### config.mk
export PLATFORM = sky130hd
export DESIGN_NAME = led_sreg
export DESIGN_NICKNAME = d
export VERILOG_FILES = /design/src/eth_loop_pkg.sv /design/src/led_sreg.sv
export SDC_FILE = /design/constraint.sdc
export NUM_CORES = 1
export LEC_CHECK = 0
export BUFFER_PORTS_ARGS = -buffer_cell sky130_fd_sc_hd__buf_2
export CELL_PAD_IN_SITES_DETAIL_PLACEMENT = 0
export CELL_PAD_IN_SITES_GLOBAL_PLACEMENT = 1
export CORE_ASPECT_RATIO = 0.8
export CORE_MARGIN = 3
export CORE_UTILIZATION = 35
export DETAILED_ROUTE_END_ITERATION = 7
export PLACE_DENSITY_LB_ADDON = 0.1
export SYNTH_ARGS = -nofsm -noshare
export SYNTH_HDL_FRONTEND = slang
export SYNTH_SLANG_ARGS = --single-unit
### constraint.sdc
create_clock -name clk_125mhz -period 4.1 [get_ports clk_125mhz]
set_input_delay 1.23 -clock clk_125mhz [delete_from_list [all_inputs] [get_ports clk_125mhz]]
set_output_delay 1.23 -clock clk_125mhz [all_outputs]
set_load 0.01 [all_outputs]
### src/eth_loop_pkg.sv
// shared widths, depths, frame sizes and led timing for the ethernet loopback channel
package eth_loop_pkg;

    // stream word format
    localparam int data_w = 64;
    localparam int keep_w = 8;              // one enable per byte

    // ethernet frame limits in 64-bit words
    localparam int min_frame_words = 8;     // 64 bytes
    localparam int max_frame_words = 32;    // 256 bytes, longer frames are marked bad

    // frame fifo storage
    localparam int fifo_depth = 64;
    localparam int fifo_addr_w = 6;

    // status counters shown on the leds
    localparam int cnt_w = 8;

    // led shift register
    localparam int led_count = 8;           // per color
    // system clocks per half period of sreg_clk, small so the testbench sees refreshes fast
    localparam int led_prescale = 3;

endpackage

### src/led_sreg.sv
// serial driver for 8 red and 8 green leds behind an external shift register
module led_sreg import eth_loop_pkg::*; (
    input  logic                 clk_125mhz,
    input  logic                 rst_n,
    input  logic [led_count-1:0] led_g,
    input  logic [led_count-1:0] led_r,
    output logic                 sreg_d,
    output logic                 sreg_ld,
    output logic                 sreg_clk
);

    logic [$clog2(led_prescale+1)-1:0] presc_cnt;
    logic [$clog2(2*led_count)-1:0]    bit_cnt;
    logic [2*led_count-1:0]            shreg;
    logic [2*led_count-1:0]            pattern;
    logic                              busy;       // a refresh is shifting out

    // red before green for each index, msb first, leds are active low
    always_comb begin
        for (int i = 0; i < led_count; i++) begin
            pattern[2*i+1] = ~led_r[i];
            pattern[2*i]   = ~led_g[i];
        end
    end

    assign sreg_d = shreg[2*led_count-1];

    always_ff @(posedge clk_125mhz) begin
        if (!rst_n) begin
            busy      <= 1'b0;
            presc_cnt <= '0;
            bit_cnt   <= '0;
            sreg_clk  <= 1'b0;
            sreg_ld   <= 1'b0;
        end else if (!busy) begin
            // latch pulse ends here and the next refresh begins
            sreg_ld   <= 1'b0;
            shreg     <= pattern;
            busy      <= 1'b1;
            presc_cnt <= '0;
            bit_cnt   <= '0;
        end else if (presc_cnt == led_prescale - 1) begin
            presc_cnt <= '0;
            if (!sreg_clk) begin
                sreg_clk <= 1'b1;
            end else begin
                sreg_clk <= 1'b0;                    // data may move while clk is low
                if (bit_cnt == 2*led_count - 1) begin
                    sreg_ld <= 1'b1;
                    busy    <= 1'b0;
                end else begin
                    bit_cnt <= bit_cnt + 1'b1;
                    shreg   <= {shreg[2*led_count-2:0], 1'b0};
                end
            end
        end else begin
            presc_cnt <= presc_cnt + 1'b1;
        end
    end

endmodule

==> results of run 1 <==
==> cell type report <==
class                           instances  area (sq um)
Fill cell                             261          1440
Sequential cell                        25           661
Multi-Input combinational cell         61           332
Timing Repair Buffer                   20           100
Tap cell                               36          45.0
Clock buffer                            4          26.3
Inverter                                1          3.75
==> per-layer routing <==
| metal | wire [um] | track usage | part of all wire |
|---|---|---|---|
| met1 | 906 | 0.147 | 0.52 |
| met2 | 712 | 0.140 | 0.41 |
| met3 | 103 | 0.0376 | 0.059 |
| met4 | 10 | 0.0203 | 0.0058 |
| met5 | 0 | 0 | 0 |
==> registers in the layout, indices dropped and copies added (netlist names) <==
signal,flops
bit_cnt,4
busy,1
presc_cnt,2
shreg,16
sreg_clk,1
sreg_ld,1
==> cells in the mapped netlist <==
cell type / n
o21ba_2: 1
or3_1: 1
a41oi_1: 1
ha_1: 2
nand2_1: 17
nor2_1: 2
dfxtp_1: 9
o21ai_0: 18
xnor2_1: 1
nor4bb_1: 1
inv_1: 1
nor2b_1: 1
a21oi_1: 3
nand2_2: 1
nand3_1: 2
and3_1: 1
edfxtp_1: 16
a311oi_1: 1
a21boi_0: 1
clkbuf_1: 2
nand4_1: 1
buf_2: 2
nor3_1: 3
and2_1: 2
and2_2: 1
==> report_power, final <==
part	internal [W]	switching (W)	total (W)
sequential	0.000279	0.00000665	0.000286
clock	0.0000379	0.0000669	0.000105
combinational	0.0000119	0.0000120	0.0000240
==> kinds of logic (layout without fill, tap and decap cells) <==
group / count (synthesis) / in the layout / synth area share
AOI/OAI and AO/OA: 25 / 25 / 0.138
xor gates and xnor gates: 1 / 1 / 0.00864
adders and majority gates: 2 / 2 / 0.0247
buffers and inverters: 5 / 25 / 0.0210
DFF: 25 / 25 / 0.652
and+or+nand+nor: 33 / 33 / 0.156
==> worst max-delay path by stage <==
stage / end / slack, ps / depth (start not counted)
finish: sreg_clk / 1970 / 1
global route: shreg[12] / 1910 / 2
CTS: sreg_clk / 1950 / 1
detailed placement: shreg[1] / 1740 / 2
global placement: shreg[11] / 1790 / 2
floorplan: shreg[0] / 2060 / 1
==> metrics by stage <==
step                      hold WS, ps  utilization  std cells  area [sq um]  worst slack, ps
after global placement            405        0.438        143          1140             1790
after CTS                         428        0.449        147          1170             1950
after detailed placement          410        0.438        143          1140             1740
after global routing              470        0.449        147          1170             1910
after floorplan                   397            -         91          1010             2060
final                             424        0.449        147          1170             1970
==> flow_summary.toml, run 1 <==
[clock_tree]
cts_resized = 0
post-cts-setup-buffers = 0
tritoncts = "done"
root_buffer = "clkbuf_4"
cts.reportedPaths.clkPinSlew_ps = 120
hold_buffers = 0
clk_latency_ps = 300
cts_buffer_depth = 2
clock_sinks = 25
htree_levels = 1
cts_inserted_buffers = 3

[synth]
synth_area_sq_um = 1010
yosys.area.top_type = "edfxtp_1"
synth_fp_nets = 111
ys_ff_latch = 25
yosysSeqAreaShare = 0.652
yosysTopAreaCellShare = 0.474
ys_warn_count = 0
ys_top_cells_by_area = "edfxtp_1, dfxtp_1, o21ai_0"
ys_types = 25
synth_cells = 91
syn_area_per_cell_sq_um = 11.1

[finish]
final_common_cell = "buf_2"
layout_common_cells = "buf_2, o21ai_0, nand2_1, edfxtp_1, dfxtp_1"
drive_gt1_frac = 0.234
num-nets-final = 132
antenna_cells = 0
syn_to_final_growth_pct = 15.2

[placed_design]
port_buffers = 20
dpl.hpwl_um = 1140
finalWeightedCongestion = 0.688

[global_routing]
grt_max_degree = 36
gr-total-overflow = 0
track_usage = 0.100
grt_pass1_wl_um = 2700
antenna_found_initial = 0
grt_pass1_vias = 598

[power_and_ir_drop]
irDropWorstVdd_v = 0.000227
p_leak_nw = 0.438
p_total_w = 0.000415
power_density_nw_per_um2 = 355

[drt]
wire_per_inst_um = 11.8
vias = 702
drcViolationCount = 0
drtIter0Drc = 16
drt_pass1_iterations = 4
drt-total-wl_um = 1730
antenna_left = 0
viasPerCell = 4.78

[setup_path]
path_cells = "buf_2"
required_ps = 2870
r2r_start = "bit_cnt[0]"
cpPeakStageDelay_ps = 430
crit_type = "reg -> out"
critical-path-top-delay-family = "flip-flops"
slowest_stage = "dfxtp_1"
r2r_cells = 4
r2r_end = "shreg[6]"
crit_arrival_ps = 900
crit_fanout = 5
rrSetupSlack_ps = 2120
cp-end-kind = "output port"
crit_start = "sreg_clk"
crit_path_start_kind = "flop"
cp_num_buf_inv = 1

[floorplan]
fp.dieW_um = 66.2
num_rows = 16
start_util = 0.389
io_pins = 21
die_area_sq_um = 3580
core_sq_um = 2600
die_h_um = 54.1

[timing]
slew_headroom = 0.343
rsz0062_at_grt = "no"
drv_slew = 0
min_period_ps = 2130
hold_viol_final = 0
setup_viol = 0
timing.fmax_mhz = 470
finalCritPeriodShare = 0.519
tns_ps = 0
finClkSkew_ps = 4.59
worstMarginPinSlew_ps = 983

[job]
drv_cap = 0

[worst_hold_path]
whs_path_depth = 1
min_path_type = "reg -> reg"
min_to = "presc_cnt[0]"
hp-start = "presc_cnt[0]"

[run_status]
status = "finished, final reports clean"
Power figures use the tool's default switching activity.
==> run 2: changes to the inputs <==
==> constraint.sdc (replaced) <==
create_clock -name clk_125mhz -period 1.95 [get_ports clk_125mhz]
set_input_delay 0.585 -clock clk_125mhz [delete_from_list [all_inputs] [get_ports clk_125mhz]]
set_output_delay 0.585 -clock clk_125mhz [all_outputs]
set_load 0.01 [all_outputs]
==> run 2 against run 1 <==
- count of clock-buffer cells in the layout stayed put
- register-to-register slack got worse by 1800 ps
- core utilization increased by 0.87 points
- clock skew rose by 5.9 ps
- routed wire length rose by 6.8%
- worst hold slack improved by 6.0 ps
==> flow_summary.toml, run 2 (synthesized netlist as in run 1, its figures left out) <==
[timing]
min_period_ps = 1680
setup_viol = 0
finalCritPeriodShare = 0.859
worstMarginPinSlew_ps = 263
tns_ps = 0
rsz0062_at_grt = "no"
timing.fmax_mhz = 597
fin_hold_ws_ps = 430
hold_viol_final = 0
finClkSkew_ps = 10.5
drv_slew = 0
slew_headroom = 0.824

[finish]
final_common_cell = "buf_2"
max_flop_register = "shreg"
drive_gt1_frac = 0.254
stdcell_count = 150
layout_common_cells = "buf_2, o21ai_0, nand2_1, edfxtp_1, dfxtp_1"
largest_reg_flops = 16
syn_to_final_growth_pct = 17.4
antenna_cells = 0
num-fill-cells = 259
reg_top3 = "shreg: 16 flops, bit_cnt: 4 flops, presc_cnt: 2 flops"
fin_area_sq_um = 1190
num-nets-final = 135

[global_routing]
antenna_found_initial = 0
grt_pass1_wl_um = 2880
grt_pass1_vias = 644
grt_max_degree = 19
gr-total-overflow = 0
track_usage = 0.110

[setup_path]
crit_arrival_ps = 1690
cpPeakStageDelay_ps = 370
slowest_stage = "dfxtp_1"
cp_num_buf_inv = 1
crit_fanout = 16
cp-end-kind = "flop"
required_ps = 1960
critical-path-top-delay-family = "flip-flops"
path_cells = "ha_1 -> and3_1 -> o21ai_0 -> and2_1 -> buf_4"
crit_type = "reg -> reg"
crit_path_start_kind = "flop"

[floorplan]
io_pins = 21
num_rows = 16
core_sq_um = 2600
die_area_sq_um = 3580
die_h_um = 54.1
fp.dieW_um = 66.2
start_util = 0.389

[drt]
drcViolationCount = 0
wire_per_inst_um = 12.3
viasPerCell = 4.67
antenna_left = 0
vias = 700
drt-total-wl_um = 1850
drt_pass1_iterations = 5
drtIter0Drc = 15

[clock_tree]
clock_sinks = 25
clk_latency_ps = 310
cts_buffer_depth = 2
tritoncts = "done"
cts_inserted_buffers = 3
htree_levels = 1
post-cts-setup-buffers = 0
hold_buffers = 0
cts_resized = 0
root_buffer = "clkbuf_4"
cts.reportedPaths.clkPinSlew_ps = 130

[power_and_ir_drop]
power_density_nw_per_um2 = 739
p_total_w = 0.000879
irDropWorstVdd_v = 0.000426
p_leak_nw = 0.453

[worst_hold_path]
min_path_type = "reg -> reg"

[placed_design]
place_area_sq_um = 1160
dpl.hpwl_um = 1280
finalWeightedCongestion = 0.829
port_buffers = 20
place_inst = 146

[run_status]
status = "finished, final reports clean"

[job]
drv_cap = 0
## run 2: cell types whose count changed in the layout (fill, tap and decap cells not counted), sizes merged
cell	before	now
buf	20	23
## run 2: area by class of cell
cell class                      instances  area [sq um]  area share
Sequential cell                        25           661       0.555
Multi-Input combinational cell         61           332       0.279
Timing Repair Buffer                   23           123       0.103
Tap cell                               36          45.0      0.0379
Clock buffer                            4          26.3      0.0221
Inverter                                1          3.75     0.00315
## run 2: report_power, final
group	internal [W]	leakage (nW)	total, W	switching [W]
Combinational	0.0000288	0.213	0.0000628	0.0000339
Sequential	0.000587	0.225	0.000593	0.00000638
Clock	0.0000797	0.0150	0.000223	0.000144
Total	0.000695	0.453	0.000879	0.000184
## run 2: per-layer routing
metal	GRT usage	vias to the layer above	routed length [um]	share of wire
met2	0.157	19	769	0.42
met1	0.152	304	975	0.53
met4	0.0270	0	13	0.0070
li1	-	375	-	-
met3	0.0522	2	92	0.050
met5	0	-	0	0
## run 2: worst paths after layout
check / startpoint / endpoint / slack, ps / cells past startpoint
min: presc_cnt[0] / presc_cnt[0] / 430 / 1
max: bit_cnt[0] / shreg[3] / 270 / 5
max reg2reg: bit_cnt[0] / shreg[3] / 270 / 5
min reg2reg: presc_cnt[0] / presc_cnt[0] / 430 / 1
## run 2: through the flow
stage                     utilization  worst slack, ps
after CTS                       0.457              295
after floorplan                     -              241
after global routing            0.457              144
after detailed placement        0.447              307
final                           0.457              275
after global placement          0.447              359
