--- src/eth_loop_pkg.sv ---
// shared widths, depths, frame sizes and led timing for the ethernet loopback channel
package eth_loop_pkg;

    // stream word format
    localparam int data_w = 64;
    localparam int keep_w = 8;              // one enable per byte

    // ethernet frame limits in 64-bit words
    localparam int min_frame_words = 8;     // 64 bytes
    localparam int max_frame_words = 32;    // 256 bytes, longer frames are marked bad

    // frame fifo storage
    localparam int fifo_depth = 64;
    localparam int fifo_addr_w = 6;

    // status counters shown on the leds
    localparam int cnt_w = 8;

    // led shift register
    localparam int led_count = 8;           // per color
    // system clocks per half period of sreg_clk, small so the testbench sees refreshes fast
    localparam int led_prescale = 3;

endpackage

--- src/axis_if.sv ---
// valid/ready frame stream carrying 64-bit words between the blocks of the channel
interface axis_if import eth_loop_pkg::*; ();

    logic [data_w-1:0] tdata;
    logic [keep_w-1:0] tkeep;
    logic              tlast;
    logic              tuser;   // bad frame, only meaningful with tlast
    logic              tvalid;
    logic              tready;

    // word producer
    modport source (
        output tdata,
        output tkeep,
        output tlast,
        output tuser,
        output tvalid,
        input  tready
    );

    // word consumer
    modport sink (
        input  tdata,
        input  tkeep,
        input  tlast,
        input  tuser,
        input  tvalid,
        output tready
    );

endinterface

--- src/frame_fifo.sv ---
// frame fifo that commits whole frames, drops bad or overflowing ones and counts both
module frame_fifo import eth_loop_pkg::*; (
    input  logic             clk_125mhz,
    input  logic             rst_n,
    axis_if.sink             s,
    axis_if.source           m,
    output logic [cnt_w-1:0] good_count,
    output logic [cnt_w-1:0] drop_count
);

    // each entry holds last, keep and data
    logic [data_w+keep_w:0] mem [fifo_depth];

    // pointers carry one wrap bit above the address
    logic [fifo_addr_w:0] wr_ptr;       // next free entry
    logic [fifo_addr_w:0] commit_ptr;   // end of the last good frame
    logic [fifo_addr_w:0] commit_rd;    // commit pointer as seen by the read side
    logic [fifo_addr_w:0] rd_ptr;       // next entry to move to the output

    logic full;
    logic drop_frame;    // discarding the rest of an overflowed frame
    logic wr_en;
    logic rd_en;
    logic words_ready;

    // drop-when-full, the input never stalls
    assign s.tready = 1'b1;
    // only good frames are ever committed
    assign m.tuser = 1'b0;

    assign full = (wr_ptr[fifo_addr_w] != rd_ptr[fifo_addr_w]) &&
                  (wr_ptr[fifo_addr_w-1:0] == rd_ptr[fifo_addr_w-1:0]);

    assign wr_en = s.tvalid && !drop_frame && !full;

    assign words_ready = (rd_ptr != commit_rd);
    assign rd_en = words_ready && (!m.tvalid || m.tready);

    // storage
    always_ff @(posedge clk_125mhz) begin
        if (wr_en) begin
            mem[wr_ptr[fifo_addr_w-1:0]] <= {s.tlast, s.tkeep, s.tdata};
        end
    end

    // write side
    always_ff @(posedge clk_125mhz) begin
        if (!rst_n) begin
            wr_ptr     <= '0;
            commit_ptr <= '0;
            drop_frame <= 1'b0;
            good_count <= '0;
            drop_count <= '0;
        end else if (s.tvalid) begin
            if (drop_frame) begin
                // wait for the end of the broken frame
                if (s.tlast) begin
                    drop_frame <= 1'b0;
                    drop_count <= drop_count + 1'b1;
                end
            end else if (full) begin
                wr_ptr <= commit_ptr;                // forget the partial frame
                if (s.tlast) begin
                    drop_count <= drop_count + 1'b1;
                end else begin
                    drop_frame <= 1'b1;
                end
            end else if (s.tlast) begin
                if (s.tuser) begin
                    wr_ptr     <= commit_ptr;        // bad frame, roll back
                    drop_count <= drop_count + 1'b1;
                end else begin
                    wr_ptr     <= wr_ptr + 1'b1;
                    commit_ptr <= wr_ptr + 1'b1;
                    good_count <= good_count + 1'b1;
                end
            end else begin
                wr_ptr <= wr_ptr + 1'b1;
            end
        end
    end

    // read side, one stage behind the commit pointer
    always_ff @(posedge clk_125mhz) begin
        if (!rst_n) begin
            commit_rd <= '0;
            rd_ptr    <= '0;
            m.tvalid  <= 1'b0;
        end else begin
            commit_rd <= commit_ptr;
            if (rd_en) begin
                rd_ptr   <= rd_ptr + 1'b1;
                m.tvalid <= 1'b1;
            end else if (m.tready) begin
                m.tvalid <= 1'b0;
            end
        end
    end

    // output word register
    always_ff @(posedge clk_125mhz) begin
        if (rd_en) begin
            {m.tlast, m.tkeep, m.tdata} <= mem[rd_ptr[fifo_addr_w-1:0]];
        end
    end

endmodule

--- src/flat_wrapper.sv ---
// flat-port wrapper written by rule: the top's interface ports become plain ports
module frame_fifo_flat import eth_loop_pkg::*;
  (clk_125mhz, rst_n, good_count, drop_count, s_tdata, s_tkeep, s_tlast, s_tuser, s_tvalid, s_tready, m_tdata, m_tkeep, m_tlast, m_tuser, m_tvalid, m_tready);
  axis_if s_i ();
  axis_if m_i ();
  input  logic clk_125mhz;
  input  logic rst_n;
  output logic [cnt_w-1:0] good_count;
  output logic [cnt_w-1:0] drop_count;
  input wire logic [$bits(s_i.tdata)-1:0] s_tdata;
  input wire logic [$bits(s_i.tkeep)-1:0] s_tkeep;
  input wire logic [$bits(s_i.tlast)-1:0] s_tlast;
  input wire logic [$bits(s_i.tuser)-1:0] s_tuser;
  input wire logic [$bits(s_i.tvalid)-1:0] s_tvalid;
  output wire logic [$bits(s_i.tready)-1:0] s_tready;
  output wire logic [$bits(m_i.tdata)-1:0] m_tdata;
  output wire logic [$bits(m_i.tkeep)-1:0] m_tkeep;
  output wire logic [$bits(m_i.tlast)-1:0] m_tlast;
  output wire logic [$bits(m_i.tuser)-1:0] m_tuser;
  output wire logic [$bits(m_i.tvalid)-1:0] m_tvalid;
  input wire logic [$bits(m_i.tready)-1:0] m_tready;
  assign s_i.tdata = s_tdata;
  assign s_i.tkeep = s_tkeep;
  assign s_i.tlast = s_tlast;
  assign s_i.tuser = s_tuser;
  assign s_i.tvalid = s_tvalid;
  assign s_tready = s_i.tready;
  assign m_tdata = m_i.tdata;
  assign m_tkeep = m_i.tkeep;
  assign m_tlast = m_i.tlast;
  assign m_tuser = m_i.tuser;
  assign m_tvalid = m_i.tvalid;
  assign m_i.tready = m_tready;
  frame_fifo u_core (.clk_125mhz(clk_125mhz), .rst_n(rst_n), .s(s_i), .m(m_i), .good_count(good_count), .drop_count(drop_count));
endmodule
--- config.mk ---
export PLATFORM = sky130hd
export DESIGN_NAME = frame_fifo_flat
export DESIGN_NICKNAME = d
export VERILOG_FILES = /design/src/eth_loop_pkg.sv /design/src/axis_if.sv /design/src/frame_fifo.sv /design/src/flat_wrapper.sv
export SDC_FILE = /design/constraint.sdc
export NUM_CORES = 2
export LEC_CHECK = 0
export BUFFER_PORTS_ARGS = -buffer_cell sky130_fd_sc_hd__buf_4
export CORE_ASPECT_RATIO = 0.9
export CORE_MARGIN = 4
export CORE_UTILIZATION = 63
export CTS_CLUSTER_SIZE = 25
export DETAILED_ROUTE_END_ITERATION = 6
export PLACE_DENSITY_LB_ADDON = 0.05
export SYNTH_ARGS = -nofsm -noshare
export SYNTH_HDL_FRONTEND = slang
export SYNTH_MEMORY_MAX_BITS = 65536
export SYNTH_SLANG_ARGS = --single-unit
--- constraint.sdc ---
create_clock -name clk_125mhz -period 13.71 [get_ports clk_125mhz]
set_input_delay 1.371 -clock clk_125mhz [delete_from_list [all_inputs] [get_ports clk_125mhz]]
set_output_delay 1.371 -clock clk_125mhz [all_outputs]
set_load 0.02 [all_outputs]
==> run metrics <==
initial antenna violation count=28; Peak Freq=170 MHz; clock buffer depth=4; final net count=8348; Avg WL per Cell=41.2 um; IR drop worst, VDD=0.000146 V; Buffers on Ports=167; dominant cells by area after synthesis=edfxtp_1 (78%), mux4_2 (15%), mux2i_1 (1.6%); endpoints failing hold=0; leakage power=61.7 nW; syn nets=7909; router iterations before antenna repair=6; mux cell area share after synthesis=0.165; class of the worst hold path=reg2reg; Final Util=0.705; CP startpoint kind=flop; PnR worst setup slack=7.82 ns; Die Wd=575 um; Synth top cells by count=edfxtp_1 (4745), mux4_2 (1193), mux2i_1 (300); grt total ovfl=0; Inserted Clock Buffers=451; status=complete, no violations; critical path peak fanout=92; Core ar.=288000 um2; Top Ports=170; CP Class=reg2reg; PwrDens=166 nW/um2; unrepaired setup endpoints after global routing=false; synthesized-area fraction occupied by adder cells=0.000275; Final Cell Area=203000 um2; Starting DRT DRC Count=15796; Post-DP HPWL=263000 um; # rows=187; setup slack, reg-to-reg=7.82 ns; Die Ht=518 um; routed via count=91489; H-Tree Depth=5; top-area cell type share of the netlist area=0.782; Avg Vias per Cell=7.30; Initial Util=0.632; required time worst endpoint=14.41 ns; number of gates resized after cts=0; post-place setup slack=7.58 ns; drt drc=0; hold buffer count at CTS=0; Synth Area in XOR/XNOR=0.00178; Post-synth EDFFs=4745; global-route wire length before repair=717000 um; Synth Cell Area=182000 um2; clk_lat worst skew=0.98 ns; Crit. End Element=flop; CTS tree=built; count of different cell masters after synthesis=62; R2R Path End=u_core.m.tdata[19]; cell count after synthesis=7827; Worst Hold Margin=0.476 ns; Worst Tran Pin Value=1.25 ns; simple-gate area share of the yosys netlist=0.0124; Synth-to-Final Area Change=11.5%; Routed Antenna Nets=0; fin crit share=0.429; hold_sp=u_core.commit_ptr[6]; Clock Sinks=4791; clk slew on worst S/H paths=0.06 ns; R2R cell count=8; Synth Flop Type=edfxtp_1; reg2reg start=u_core.rd_ptr[0]; CTS root buf=clkbuf_16; postcts setup bufs=0; largest net degree at the start of global routing=112; Final Critical Period=5.89 ns; Synth Area in Compound Gates=0.0204; Clock Skew=0.0249 ns; Yosys warning count=0; largest family of logic cells by synthesized area=multiplexers; Total Wirelength=517000 um; register area share after synthesis=0.787; Hold Path Sink=u_core.commit_rd[6]; relative slew slack=0.169; final RePlAce weighted congestion=0.809; Placed Area=189000 um2; Async S/R FF share, synth=0; Hold Crit Depth=1; Seq cells post-synth=4791; Pins Over Slew Limit=0; Final setup viols=0; synthesized area per cell=23.3 um2; count of max-cap constraint violations=0; count leader, synth=edfxtp_1; DIE AREA=298000 um2; vias in the first global route=88089; CP arrival=6.58 ns; Yosys top cell by area=edfxtp_1; gr usage total=0.348; fill cell count=17044; layout cells sized above 1=0.277; final setup TNS=0 ns
-- final cells by class --
| cell class | count | area (um2) | area share |
|---|---|---|---|
| tap | 3874 | 4850 | 0.0239 |
| sequential | 4791 | 143000 | 0.706 |
| clock buffer | 535 | 11800 | 0.0581 |
| timing repair buffer | 416 | 3300 | 0.0162 |
| multi-input combinational | 2583 | 37000 | 0.182 |
| clock inverter | 297 | 2590 | 0.0127 |
| antenna | 22 | 55.1 | 0.000271 |
| inverter | 23 | 91.3 | 0.000450 |
-- worst max path at each step --
stage | endpoint | cells past startpoint | start | slack (ns)
floorplan | u_core.mem[30][0] | 4 | s_tvalid | 8.06
CTS | u_core.m.tdata[19] | 8 | u_core.rd_ptr[0] | 7.60
finish | u_core.m.tdata[19] | 8 | u_core.rd_ptr[0] | 7.82
global route | u_core.m.tdata[19] | 8 | u_core.rd_ptr[0] | 7.23
global placement | u_core.m.tdata[19] | 8 | u_core.rd_ptr[0] | 7.60
detailed placement | u_core.m.tdata[19] | 8 | u_core.rd_ptr[0] | 7.58
-- per-layer routing --
metal / track usage / share of wire
met3: 0.0766 / 0.13
met1: 0.526 / 0.37
met5: 0 / 0.00013
met4: 0.113 / 0.037
met2: 0.521 / 0.46
-- cells by family after synthesis --
| family | count (synthesis) |
|---|---|
| mux | 1514 |
| buf+inv | 453 |
| simple gates | 507 |
| xor+xnor | 37 |
| compound gates | 519 |
| flops | 4791 |
| fa+ha+maj | 4 |
| other cells | 2 |
-- power breakdown --
| group | switching, mW | internal, mW | leakage [nW] | total, mW |
|---|---|---|---|---|
| Clock | 5.35 | 6.92 | 7.06 | 12.3 |
| Combinational | 2.57 | 2.23 | 11.6 | 4.80 |
| Sequential | 0.204 | 16.4 | 43.1 | 16.6 |
-- metrics by stage --
step | instances | power (mW)
6_report | 12541 | 33.6
5_1_grt | 12525 | 34.7
2_1_floorplan | 7827 | 20.2
3_3_place_gp | 11686 | 21.6
3_5_place_dp | 11686 | 21.7
4_1_cts | 12518 | 33.8
-- worst max-delay path, cell delays in order, from the launching register on --
cell and delay [ns]:
dfxtp_4 0.76, buf_4 0.88, buf_12 0.69, buf_4 0.86, buf_4 0.86, mux4_2 0.60
mux4_2 0.55, o2111ai_1 0.21, o31ai_1 0.10
-- flip-flops by register name, summed over array words and instances, names as in the netlist --
| register | flops |
|---|---|
| u_core.commit_ptr | 7 |
| u_core.rd_ptr | 7 |
| u_core.drop_frame | 1 |
| u_core.good_count | 8 |
| u_core.m.tkeep | 8 |
| u_core.m.tlast | 1 |
| u_core.wr_ptr | 7 |
| u_core.commit_rd | 7 |
| u_core.m.tdata | 64 |
| u_core.drop_count | 8 |
| u_core.mem | 4672 |
| u_core.m.tvalid | 1 |
-- placed cells by master, fill, tap and decap left out, types with 21 or more instances in the layout --
cell,synthesis,final
edfxtp_1,4745,4745
mux4_2,1193,1193
clkbuf_16,0,461
buf_4,57,402
mux2i_1,300,300
nand2_1,147,144
nor2_1,200,131
clkinv_1,1,112
clkinv_2,0,107
a21oi_1,96,96
clkbuf_1,136,74
a22oi_1,67,67
nor2_4,0,67
o221ai_1,54,54
o21ai_0,49,49
a211oi_1,49,49
o22ai_1,45,45
bufinv_16,0,42
nand3_1,40,40
dfxtp_1,46,40
and2_1,33,31
xor2_1,24,24
a22o_1,23,23
diode_2,0,22
a31oi_1,22,22
o221a_2,21,21
mux2_2,21,21
Note: power is estimated with default switching activity, not from simulation.
