**config.mk**
```make
export PLATFORM = sky130hd
export DESIGN_NAME = rx_frame_check_flat
export DESIGN_NICKNAME = d
export VERILOG_FILES = /design/src/eth_loop_pkg.sv /design/src/axis_if.sv /design/src/rx_frame_check.sv /design/src/flat_wrapper.sv
export SDC_FILE = /design/constraint.sdc
export NUM_CORES = 1
export LEC_CHECK = 0
export BUFFER_PORTS_ARGS = -buffer_cell sky130_fd_sc_hd__buf_2
export CAP_MARGIN = 20
export CORE_ASPECT_RATIO = 1.1
export CORE_MARGIN = 5
export CORE_UTILIZATION = 43
export DETAILED_ROUTE_END_ITERATION = 7
export PLACE_DENSITY = 0.85
export SKIP_CTS_REPAIR_TIMING = 1
export SYNTH_ARGS = -nofsm -noshare
export SYNTH_HDL_FRONTEND = slang
export SYNTH_SLANG_ARGS = --single-unit
```
**constraint.sdc**
```tcl
create_clock -name clk_125mhz -period 2.96 [get_ports clk_125mhz]
set_input_delay 0.444 -clock clk_125mhz [delete_from_list [all_inputs] [get_ports clk_125mhz]]
set_output_delay 0.444 -clock clk_125mhz [all_outputs]
set_load 0.1 [all_outputs]
```
**src/eth_loop_pkg.sv**
```systemverilog
// shared widths, depths, frame sizes and led timing for the ethernet loopback channel
package eth_loop_pkg;

    // stream word format
    localparam int data_w = 64;
    localparam int keep_w = 8;              // one enable per byte

    // ethernet frame limits in 64-bit words
    localparam int min_frame_words = 8;     // 64 bytes
    localparam int max_frame_words = 32;    // 256 bytes, longer frames are marked bad

    // frame fifo storage
    localparam int fifo_depth = 64;
    localparam int fifo_addr_w = 6;

    // status counters shown on the leds
    localparam int cnt_w = 8;

    // led shift register
    localparam int led_count = 8;           // per color
    // system clocks per half period of sreg_clk, small so the testbench sees refreshes fast
    localparam int led_prescale = 3;

endpackage

```
**src/axis_if.sv**
```systemverilog
// valid/ready frame stream carrying 64-bit words between the blocks of the channel
interface axis_if import eth_loop_pkg::*; ();

    logic [data_w-1:0] tdata;
    logic [keep_w-1:0] tkeep;
    logic              tlast;
    logic              tuser;   // bad frame, only meaningful with tlast
    logic              tvalid;
    logic              tready;

    // word producer
    modport source (
        output tdata,
        output tkeep,
        output tlast,
        output tuser,
        output tvalid,
        input  tready
    );

    // word consumer
    modport sink (
        input  tdata,
        input  tkeep,
        input  tlast,
        input  tuser,
        input  tvalid,
        output tready
    );

endinterface

```
**src/rx_frame_check.sv**
```systemverilog
// receive register slice that counts words per frame and marks oversize frames bad
module rx_frame_check import eth_loop_pkg::*; (
    input  logic   clk_125mhz,
    input  logic   rst_n,
    axis_if.sink   s,
    axis_if.source m
);

    logic [$clog2(max_frame_words+1)-1:0] word_cnt;   // words of this frame so far
    logic live;        // set once out of reset
    logic oversize;    // current word lies past the size limit
    logic take;

    // count saturates at the limit, so every word from there on is oversize
    assign oversize = (word_cnt == max_frame_words);

    // accept when the slice is empty or draining this cycle
    assign s.tready = live && (!m.tvalid || m.tready);
    assign take = s.tvalid && s.tready;

    always_ff @(posedge clk_125mhz) begin
        if (!rst_n) begin
            live     <= 1'b0;
            m.tvalid <= 1'b0;
            word_cnt <= '0;
        end else begin
            live <= 1'b1;
            if (take) begin
                m.tvalid <= 1'b1;
                if (s.tlast) begin
                    word_cnt <= '0;                  // next word starts a frame
                end else if (!oversize) begin
                    word_cnt <= word_cnt + 1'b1;
                end
            end else if (m.tready) begin
                m.tvalid <= 1'b0;
            end
        end
    end

    // word payload
    always_ff @(posedge clk_125mhz) begin
        if (take) begin
            m.tdata <= s.tdata;
            m.tkeep <= s.tkeep;
            m.tlast <= s.tlast;
            // upstream error and our own length mark both end up in tuser
            m.tuser <= s.tuser || (s.tlast && oversize);
        end
    end

endmodule

```
**src/flat_wrapper.sv**
```systemverilog
// flat-port wrapper written by rule: the top's interface ports become plain ports
module rx_frame_check_flat import eth_loop_pkg::*;
  (clk_125mhz, rst_n, s_tdata, s_tkeep, s_tlast, s_tuser, s_tvalid, s_tready, m_tdata, m_tkeep, m_tlast, m_tuser, m_tvalid, m_tready);
  axis_if s_i ();
  axis_if m_i ();
  input  logic clk_125mhz;
  input  logic rst_n;
  input wire logic [$bits(s_i.tdata)-1:0] s_tdata;
  input wire logic [$bits(s_i.tkeep)-1:0] s_tkeep;
  input wire logic [$bits(s_i.tlast)-1:0] s_tlast;
  input wire logic [$bits(s_i.tuser)-1:0] s_tuser;
  input wire logic [$bits(s_i.tvalid)-1:0] s_tvalid;
  output wire logic [$bits(s_i.tready)-1:0] s_tready;
  output wire logic [$bits(m_i.tdata)-1:0] m_tdata;
  output wire logic [$bits(m_i.tkeep)-1:0] m_tkeep;
  output wire logic [$bits(m_i.tlast)-1:0] m_tlast;
  output wire logic [$bits(m_i.tuser)-1:0] m_tuser;
  output wire logic [$bits(m_i.tvalid)-1:0] m_tvalid;
  input wire logic [$bits(m_i.tready)-1:0] m_tready;
  assign s_i.tdata = s_tdata;
  assign s_i.tkeep = s_tkeep;
  assign s_i.tlast = s_tlast;
  assign s_i.tuser = s_tuser;
  assign s_i.tvalid = s_tvalid;
  assign s_tready = s_i.tready;
  assign m_tdata = m_i.tdata;
  assign m_tkeep = m_i.tkeep;
  assign m_tlast = m_i.tlast;
  assign m_tuser = m_i.tuser;
  assign m_tvalid = m_i.tvalid;
  assign m_i.tready = m_tready;
  rx_frame_check u_core (.clk_125mhz(clk_125mhz), .rst_n(rst_n), .s(s_i), .m(m_i));
endmodule
```
==> flow_summary_export.csv, run 1 <==
group,metric,value,unit
yosys,synth-seq-area-share,0.894,
timing,post-route-period-util,0.586,
worst_setup_path,r2r-start,"u_core.word_cnt[0]$_SDFFE_PN0P_",
worst_setup_path,required,2.52,ns
yosys,avgSynthCellArea,20.8,um^2
yosys,synth-seq-cells,82,
clock_tree,clkSlewWorstSetupHoldPaths,0.08,ns
pwr,ir_drop,0.292,mV
job,drv_cap,0,
cells_and_area,nets,370,
timing,fin_tns_setup,0,ns
worst_setup_path,worst_ep_arrival_time,1.29,ns
worst_setup_path,crit_start,"u_core.m.tvalid$_SDFFE_PN0P_",
place,hpwl,4.47,mm
floorplanning,placementRows,30,
floorplanning,start_util,0.435,
worst_setup_path,crit_path_end,"s_tready",
clock_tree,tritoncts,"yes",
clock_tree,clockBufferDepth,2,
detailed_routing,routed_wl,5.92,mm
yosys,synth_area_leaders,"edfxtp_1 (83%), dfxtp_1 (6.0%), a21boi_1 (1.1%)",
worst_setup_path,reg2reg_depth,6,
yosys,yosysTopAreaCellShare,0.834,
worst_setup_path,critPathLaunchType,"register",
yosys,yosysWarnings,0,
detailed_routing,vias,1711,
floorplanning,ios,154,
detailed_routing,drc,0,
detailed_routing,firstDrtPassIters,4,
clock_tree,clockRootBuffer,"clkbuf_8",
clock_tree,clock-sinks,82,
timing,report.final.setup_viol,0,
detailed_routing,antenna_left,0,
global_route,first_global_vias,1637,
cells_and_area,fillers,481,
floorplanning,coreArea,0.00612,mm^2
clock_tree,htreeDepth,3,
place,gp_congestion,0.811,
detailed_routing,drt-vias-per-instance,4.56,
yosys,synthCells,128,
worst_setup_path,regToRegSetupSlack,1.41,ns
global_route,grt-ovfl-total,0,
cells_and_area,seqCellArea,0.00238,mm^2
cells_and_area,diodes,0,
floorplanning,dieArea,0.00787,mm^2
detailed_routing,wl_per_cell,15.8,um
timing,hold_viol,0,
timing,worst_pin_slew,0.516,ns
cells_and_area,area_delta_synth_final,40.9,%
place,port-buffer-count,153,
global_route,grt_pass1_wl,8.42,mm
pwr,p_leak,0.00155,uW
timing,worst_hold_slack,0.275,ns
global_route,antenna_found_initial,0,
cells_and_area,layout-drive-gt1-share,0.586,
timing,relSlewSlack,0.659,
global_route,grt_max_degree,75,
yosys,synth_top_area_cell,"edfxtp_1",
timing,skew,0.0105,ns
floorplanning,chipHeight,92.6,um
worst_setup_path,worst_setup_path_end_kind,"output pin",
floorplanning,die_x,85.0,um
clock_tree,clock_latency,0.34,ns
timing,rsz0062_at_grt,"false",
timing,fin_crit,1.73,ns
status,status,"complete, no violations",
cells_and_area,multi_input_area,248,um^2
worst_setup_path,r2r-end,"u_core.word_cnt[2]$_SDFFE_PN0P_",
timing,fmax,577,MHz
global_route,grt_usage,0.146,
detailed_routing,dr.first_iter.drc_count,86,
yosys,syn-num-nets,208,
yosys,syn_area,0.00266,mm^2
worst_hold_path,min_path_type,"in2reg",
pwr,powerDensity,704,mW/mm^2
yosys,synth_cell_types,24,
clock_tree,numCtsBuffers,9,
worst_setup_path,critical_path.max_fanout,3,
worst_setup_path,setup.worst_path.class,"reg2out",
timing,slew_violations,0,
-- worst min-delay path by stage --
stage                     cells after the start                              end                       startpoint
final                                         1     u_core.m.tdata[47]$_DFFE_PP_                      s_tdata[47]
after global routing                          1     u_core.m.tdata[49]$_DFFE_PP_                      s_tdata[49]
after CTS                                     1     u_core.m.tdata[38]$_DFFE_PP_                      s_tdata[38]
after detailed placement                      2  u_core.word_cnt[5]$_SDFFE_PN0P_  u_core.word_cnt[5]$_SDFFE_PN0P_
after global placement                        2  u_core.word_cnt[5]$_SDFFE_PN0P_  u_core.word_cnt[5]$_SDFFE_PN0P_
after floorplan                               2  u_core.word_cnt[5]$_SDFFE_PN0P_  u_core.word_cnt[5]$_SDFFE_PN0P_
-- worst max-delay path, stage by stage, from the launching register on --
cell and delay, ns:
dfxtp_1 0.33, nand2b_2 0.09, and2_1 0.12, buf_2 0.41
-- placed cells by master, fill, tap and decap left out, types with 2 or more instances in the layout --
cell type,instances
buf_2,153
edfxtp_1,74
clkbuf_8,9
dfxtp_1,8
nand2_1,6
o21ai_0,4
or4_1,4
a21boi_1,4
inv_1,3
a31oi_1,3
nand3_1,3
clkinvlp_4,2
nor2_1,2
o22ai_1,2
ha_1,2
bufinv_16,2
-- sequential cells by signal (all words and copies together) (netlist names) --
signal,cells
u_core.word_cnt,6
u_core.live,1
u_core.m.tdata,64
u_core.m.tvalid,1
u_core.m.tuser,1
u_core.m.tlast,1
u_core.m.tkeep,8
-- cell families after synthesis --
kind of cell / synth area share
fa+ha+maj: 0.00939
compound gates: 0.0418
buf+inv: 0.0127
flops: 0.894
simple gates: 0.0418
-- metal layers --
layer	global-route usage	up-vias	routed length (um)
li1	-	824	-
met1	0.140	795	2000
met2	0.271	86	3280
met3	0.0534	6	577
met4	0.0673	0	69
met5	0	-	0
-- stage by stage --
step                      total power (uW)  area, um^2  setup slack (ns)  std cells  utilization
final                                 2640        3750              1.23        375        0.613
after detailed placement              1810        3530              1.25        359        0.578
after global placement                1800        3530              1.30        359        0.578
after floorplan                       1710        2670             0.181        128            -
after global routing                  2740        3750              1.17        375        0.613
after CTS                             2670        3750              1.21        375        0.613
-- synthesized netlist by cell type --
master and instances:
a211o_1 1, a21boi_0 1, a21boi_1 4, a21oi_1 1, a31o_2 1, a31oi_1 3
and2_1 1, and3_1 1, buf_1 1, buf_6 1, clkbuf_1 1, dfxtp_1 8
edfxtp_1 74, ha_1 2, inv_1 4, nand2_1 6, nand2b_2 1, nand3_1 3
nand3_2 1, nor2_1 2, nor3_1 1, o21ai_0 4, o22ai_1 2, or4_1 4
-- power breakdown --
group | internal, uW | total [uW] | switching, uW
combinational | 71.6 | 451 | 379
sequential | 1320 | 1330 | 11.7
clock | 478 | 863 | 384
-- final cells by class --
cell class / count / share of cell area
Clock buffer: 10 / 0.0340
Clock inverter: 6 / 0.0240
Inverter: 4 / 0.00500
Multi-Input combinational cell: 39 / 0.0660
Sequential cell: 82 / 0.635
Tap cell: 80 / 0.0267
Timing Repair Buffer: 154 / 0.209
No activity file was read; power rests on OpenSTA's default activity.
==> run 2: changes to the inputs <==
- CORE_UTILIZATION: 43 -> 39
- PLACE_DENSITY: 0.85 -> 0.81
- clock period: 2.96 -> 1.59 ns (I/O delays scaled with it)
==> run 2 against run 1 <==
Net effect: non-clock buffer count is 3 higher; final cell count grew 1.3%; largest power group unchanged; critical path type unchanged; worst setup slack got worse by 1.2 ns.
==> flow_summary_export.csv, run 2 (synthesized netlist as in run 1, its figures left out) <==
group,metric,value,unit
clock_tree,clockBufferDepth,2,
cells_and_area,top_register,"u_core.m.tdata",
timing,fin_tns_setup,0,ns
worst_setup_path,crit_buf_inv,1,
status,status,"complete, no violations",
cells_and_area,largest_reg_flops,64,
cells_and_area,layout_commonest_cell,"buf_2",
worst_setup_path,critical_path.max_fanout,3,
timing,report.final.setup_viol,0,
worst_setup_path,reg2reg_depth,6,
timing,slew_violations,0,
worst_hold_path,hold_depth,1,
detailed_routing,wl_met2,3.23,mm
cells_and_area,diodes,0,
global_route,antenna_found_initial,0,
cells_and_area,final_cell_area,0.00380,mm^2
worst_hold_path,worstHoldStart,"s_tdata[18]",
pwr,p_leak,0.00158,uW
floorplanning,start_util,0.402,
worst_setup_path,max_stage_delay,0.42,ns
clock_tree,clkSlewWorstSetupHoldPaths,0.08,ns
detailed_routing,drt-vias-per-instance,4.64,
worst_setup_path,worst_ep_arrival_time,1.29,ns
worst_setup_path,r2r-start,"u_core.word_cnt[1]$_SDFFE_PN0P_",
global_route,grt_usage,0.136,
pwr,combPwrFrac,0.173,
timing,fmax,653,MHz
cells_and_area,top_regs,"u_core.m.tdata x64, u_core.m.tkeep x8, u_core.word_cnt x6",
pwr,clkPwrFrac,0.326,
pwr,p_int,3480,uW
pwr,switching_share,0.294,
pwr,seqPwrFrac,0.501,
pwr,ir_drop,0.648,mV
floorplanning,coreArea,0.00663,mm^2
worst_setup_path,r2r-end,"u_core.word_cnt[2]$_SDFFE_PN0P_",
floorplanning,chipHeight,96.7,um
clock_tree,clock-sinks,82,
worst_setup_path,regToRegSetupSlack,0.10,ns
place,pre_cts_slack,0.113,ns
floorplanning,die_x,88.8,um
clock_tree,tritoncts,"yes",
timing,skew,0.00826,ns
detailed_routing,dr.first_iter.drc_count,40,
worst_setup_path,worst_setup_path_end_kind,"output pin",
pwr,p_sw,1450,uW
global_route,grt_pass1_wl,8.60,mm
floorplanning,ios,154,
worst_setup_path,cpLargestDelayFamily,"buffers and inverters",
cells_and_area,layout-drive-gt1-share,0.594,
place,gp_congestion,0.818,
detailed_routing,wl_per_cell,16.4,um
detailed_routing,wl_met3,658,um
timing,worst_pin_slew,0.525,ns
timing,post-route-period-util,0.962,
cells_and_area,fillers,543,
global_route,grt_max_degree,43,
cells_and_area,layout_common_cells,"buf_2 (153), edfxtp_1 (74), clkbuf_8 (9), dfxtp_1 (7), nand2_1 (6)",
cells_and_area,final_util,0.573,
clock_tree,clock_latency,0.34,ns
pwr,powerDensity,1300,mW/mm^2
place,port-buffer-count,153,
cells_and_area,nets,373,
cells_and_area,area_delta_synth_final,42.6,%
timing,hold_viol,0,
timing,fin_ws,0.0597,ns
detailed_routing,drc,0,
timing,worst_hold_slack,0.0711,ns
floorplanning,dieArea,0.00859,mm^2
clock_tree,numCtsBuffers,9,
global_route,grt-ovfl-total,0,
worst_setup_path,required,1.35,ns
detailed_routing,m1WireLength,2.19,mm
clock_tree,clockRootBuffer,"clkbuf_8",
worst_setup_path,critPathLaunchType,"register",
timing,relSlewSlack,0.652,
detailed_routing,antenna_left,0,
worst_hold_path,hold_end,"u_core.m.tdata[18]$_DFFE_PP_",
detailed_routing,firstDrtPassIters,4,
worst_setup_path,crit_path_cell_trace,"nand2b_4 -> and2_1 -> buf_2",
timing,rsz0062_at_grt,"false",
detailed_routing,top_layer_used,"met4",
job,drv_cap,0,
timing,fin_crit,1.53,ns
worst_setup_path,setup.worst_path.class,"reg2out",
clock_tree,htreeDepth,3,
floorplanning,placementRows,31,
worst_hold_path,min_path_type,"in2reg",
worst_setup_path,slowest_stage,"buf_2",
detailed_routing,vias,1764,
detailed_routing,routed_wl,6.23,mm
place,place_area,0.00358,mm^2
global_route,first_global_vias,1738,
-- run 2: cell types whose count changed in the layout (fill, tap and decap cells not counted), sizes merged --
cell | before | now
buf | 154 | 157
-- run 2: power groups by stage --
stage	clock, uW	combinational, uW	sequential, uW
5_1_grt	1760	876	2480
2_1_floorplan	0	69.4	3110
6_report	1610	854	2470
4_1_cts	1660	859	2470
3_3_place_gp	0	847	2520
3_5_place_dp	0	859	2520
-- run 2: worst max path at each step --
stage	startpoint	endpoint	cells after the start
after floorplan	u_core.m.tvalid$_SDFFE_PN0P_	u_core.m.tdata[0]$_DFFE_PP_	4
after global placement	u_core.word_cnt[1]$_SDFFE_PN0P_	u_core.word_cnt[2]$_SDFFE_PN0P_	6
after detailed placement	u_core.word_cnt[1]$_SDFFE_PN0P_	u_core.word_cnt[2]$_SDFFE_PN0P_	6
after CTS	u_core.m.tvalid$_SDFFE_PN0P_	s_tready	3
after global routing	u_core.word_cnt[1]$_SDFFE_PN0P_	u_core.word_cnt[2]$_SDFFE_PN0P_	6
final	u_core.m.tvalid$_SDFFE_PN0P_	s_tready	3
-- run 2: through the flow --
step,total power (uW),std cells
final,4930,380
after global placement,3360,364
after detailed placement,3380,364
after CTS,4990,380
after floorplan,3180,128
after global routing,5110,380
-- run 2: area by class of cell --
class | instances | area [um^2] | share of cell area
Sequential cell | 82 | 2390 | 0.628
Timing Repair Buffer | 157 | 821 | 0.216
Multi-Input combinational cell | 39 | 253 | 0.0665
Clock buffer | 10 | 128 | 0.0336
Tap cell | 82 | 103 | 0.0270
Clock inverter | 6 | 90.1 | 0.0237
Inverter | 4 | 18.8 | 0.00494
-- run 2: metal layers --
layer / global-route usage / up-vias
met1: 0.140 / 836
met3: 0.0408 / 13
met2: 0.242 / 86
li1: - / 829
met5: 0 / -
met4: 0.0686 / 0
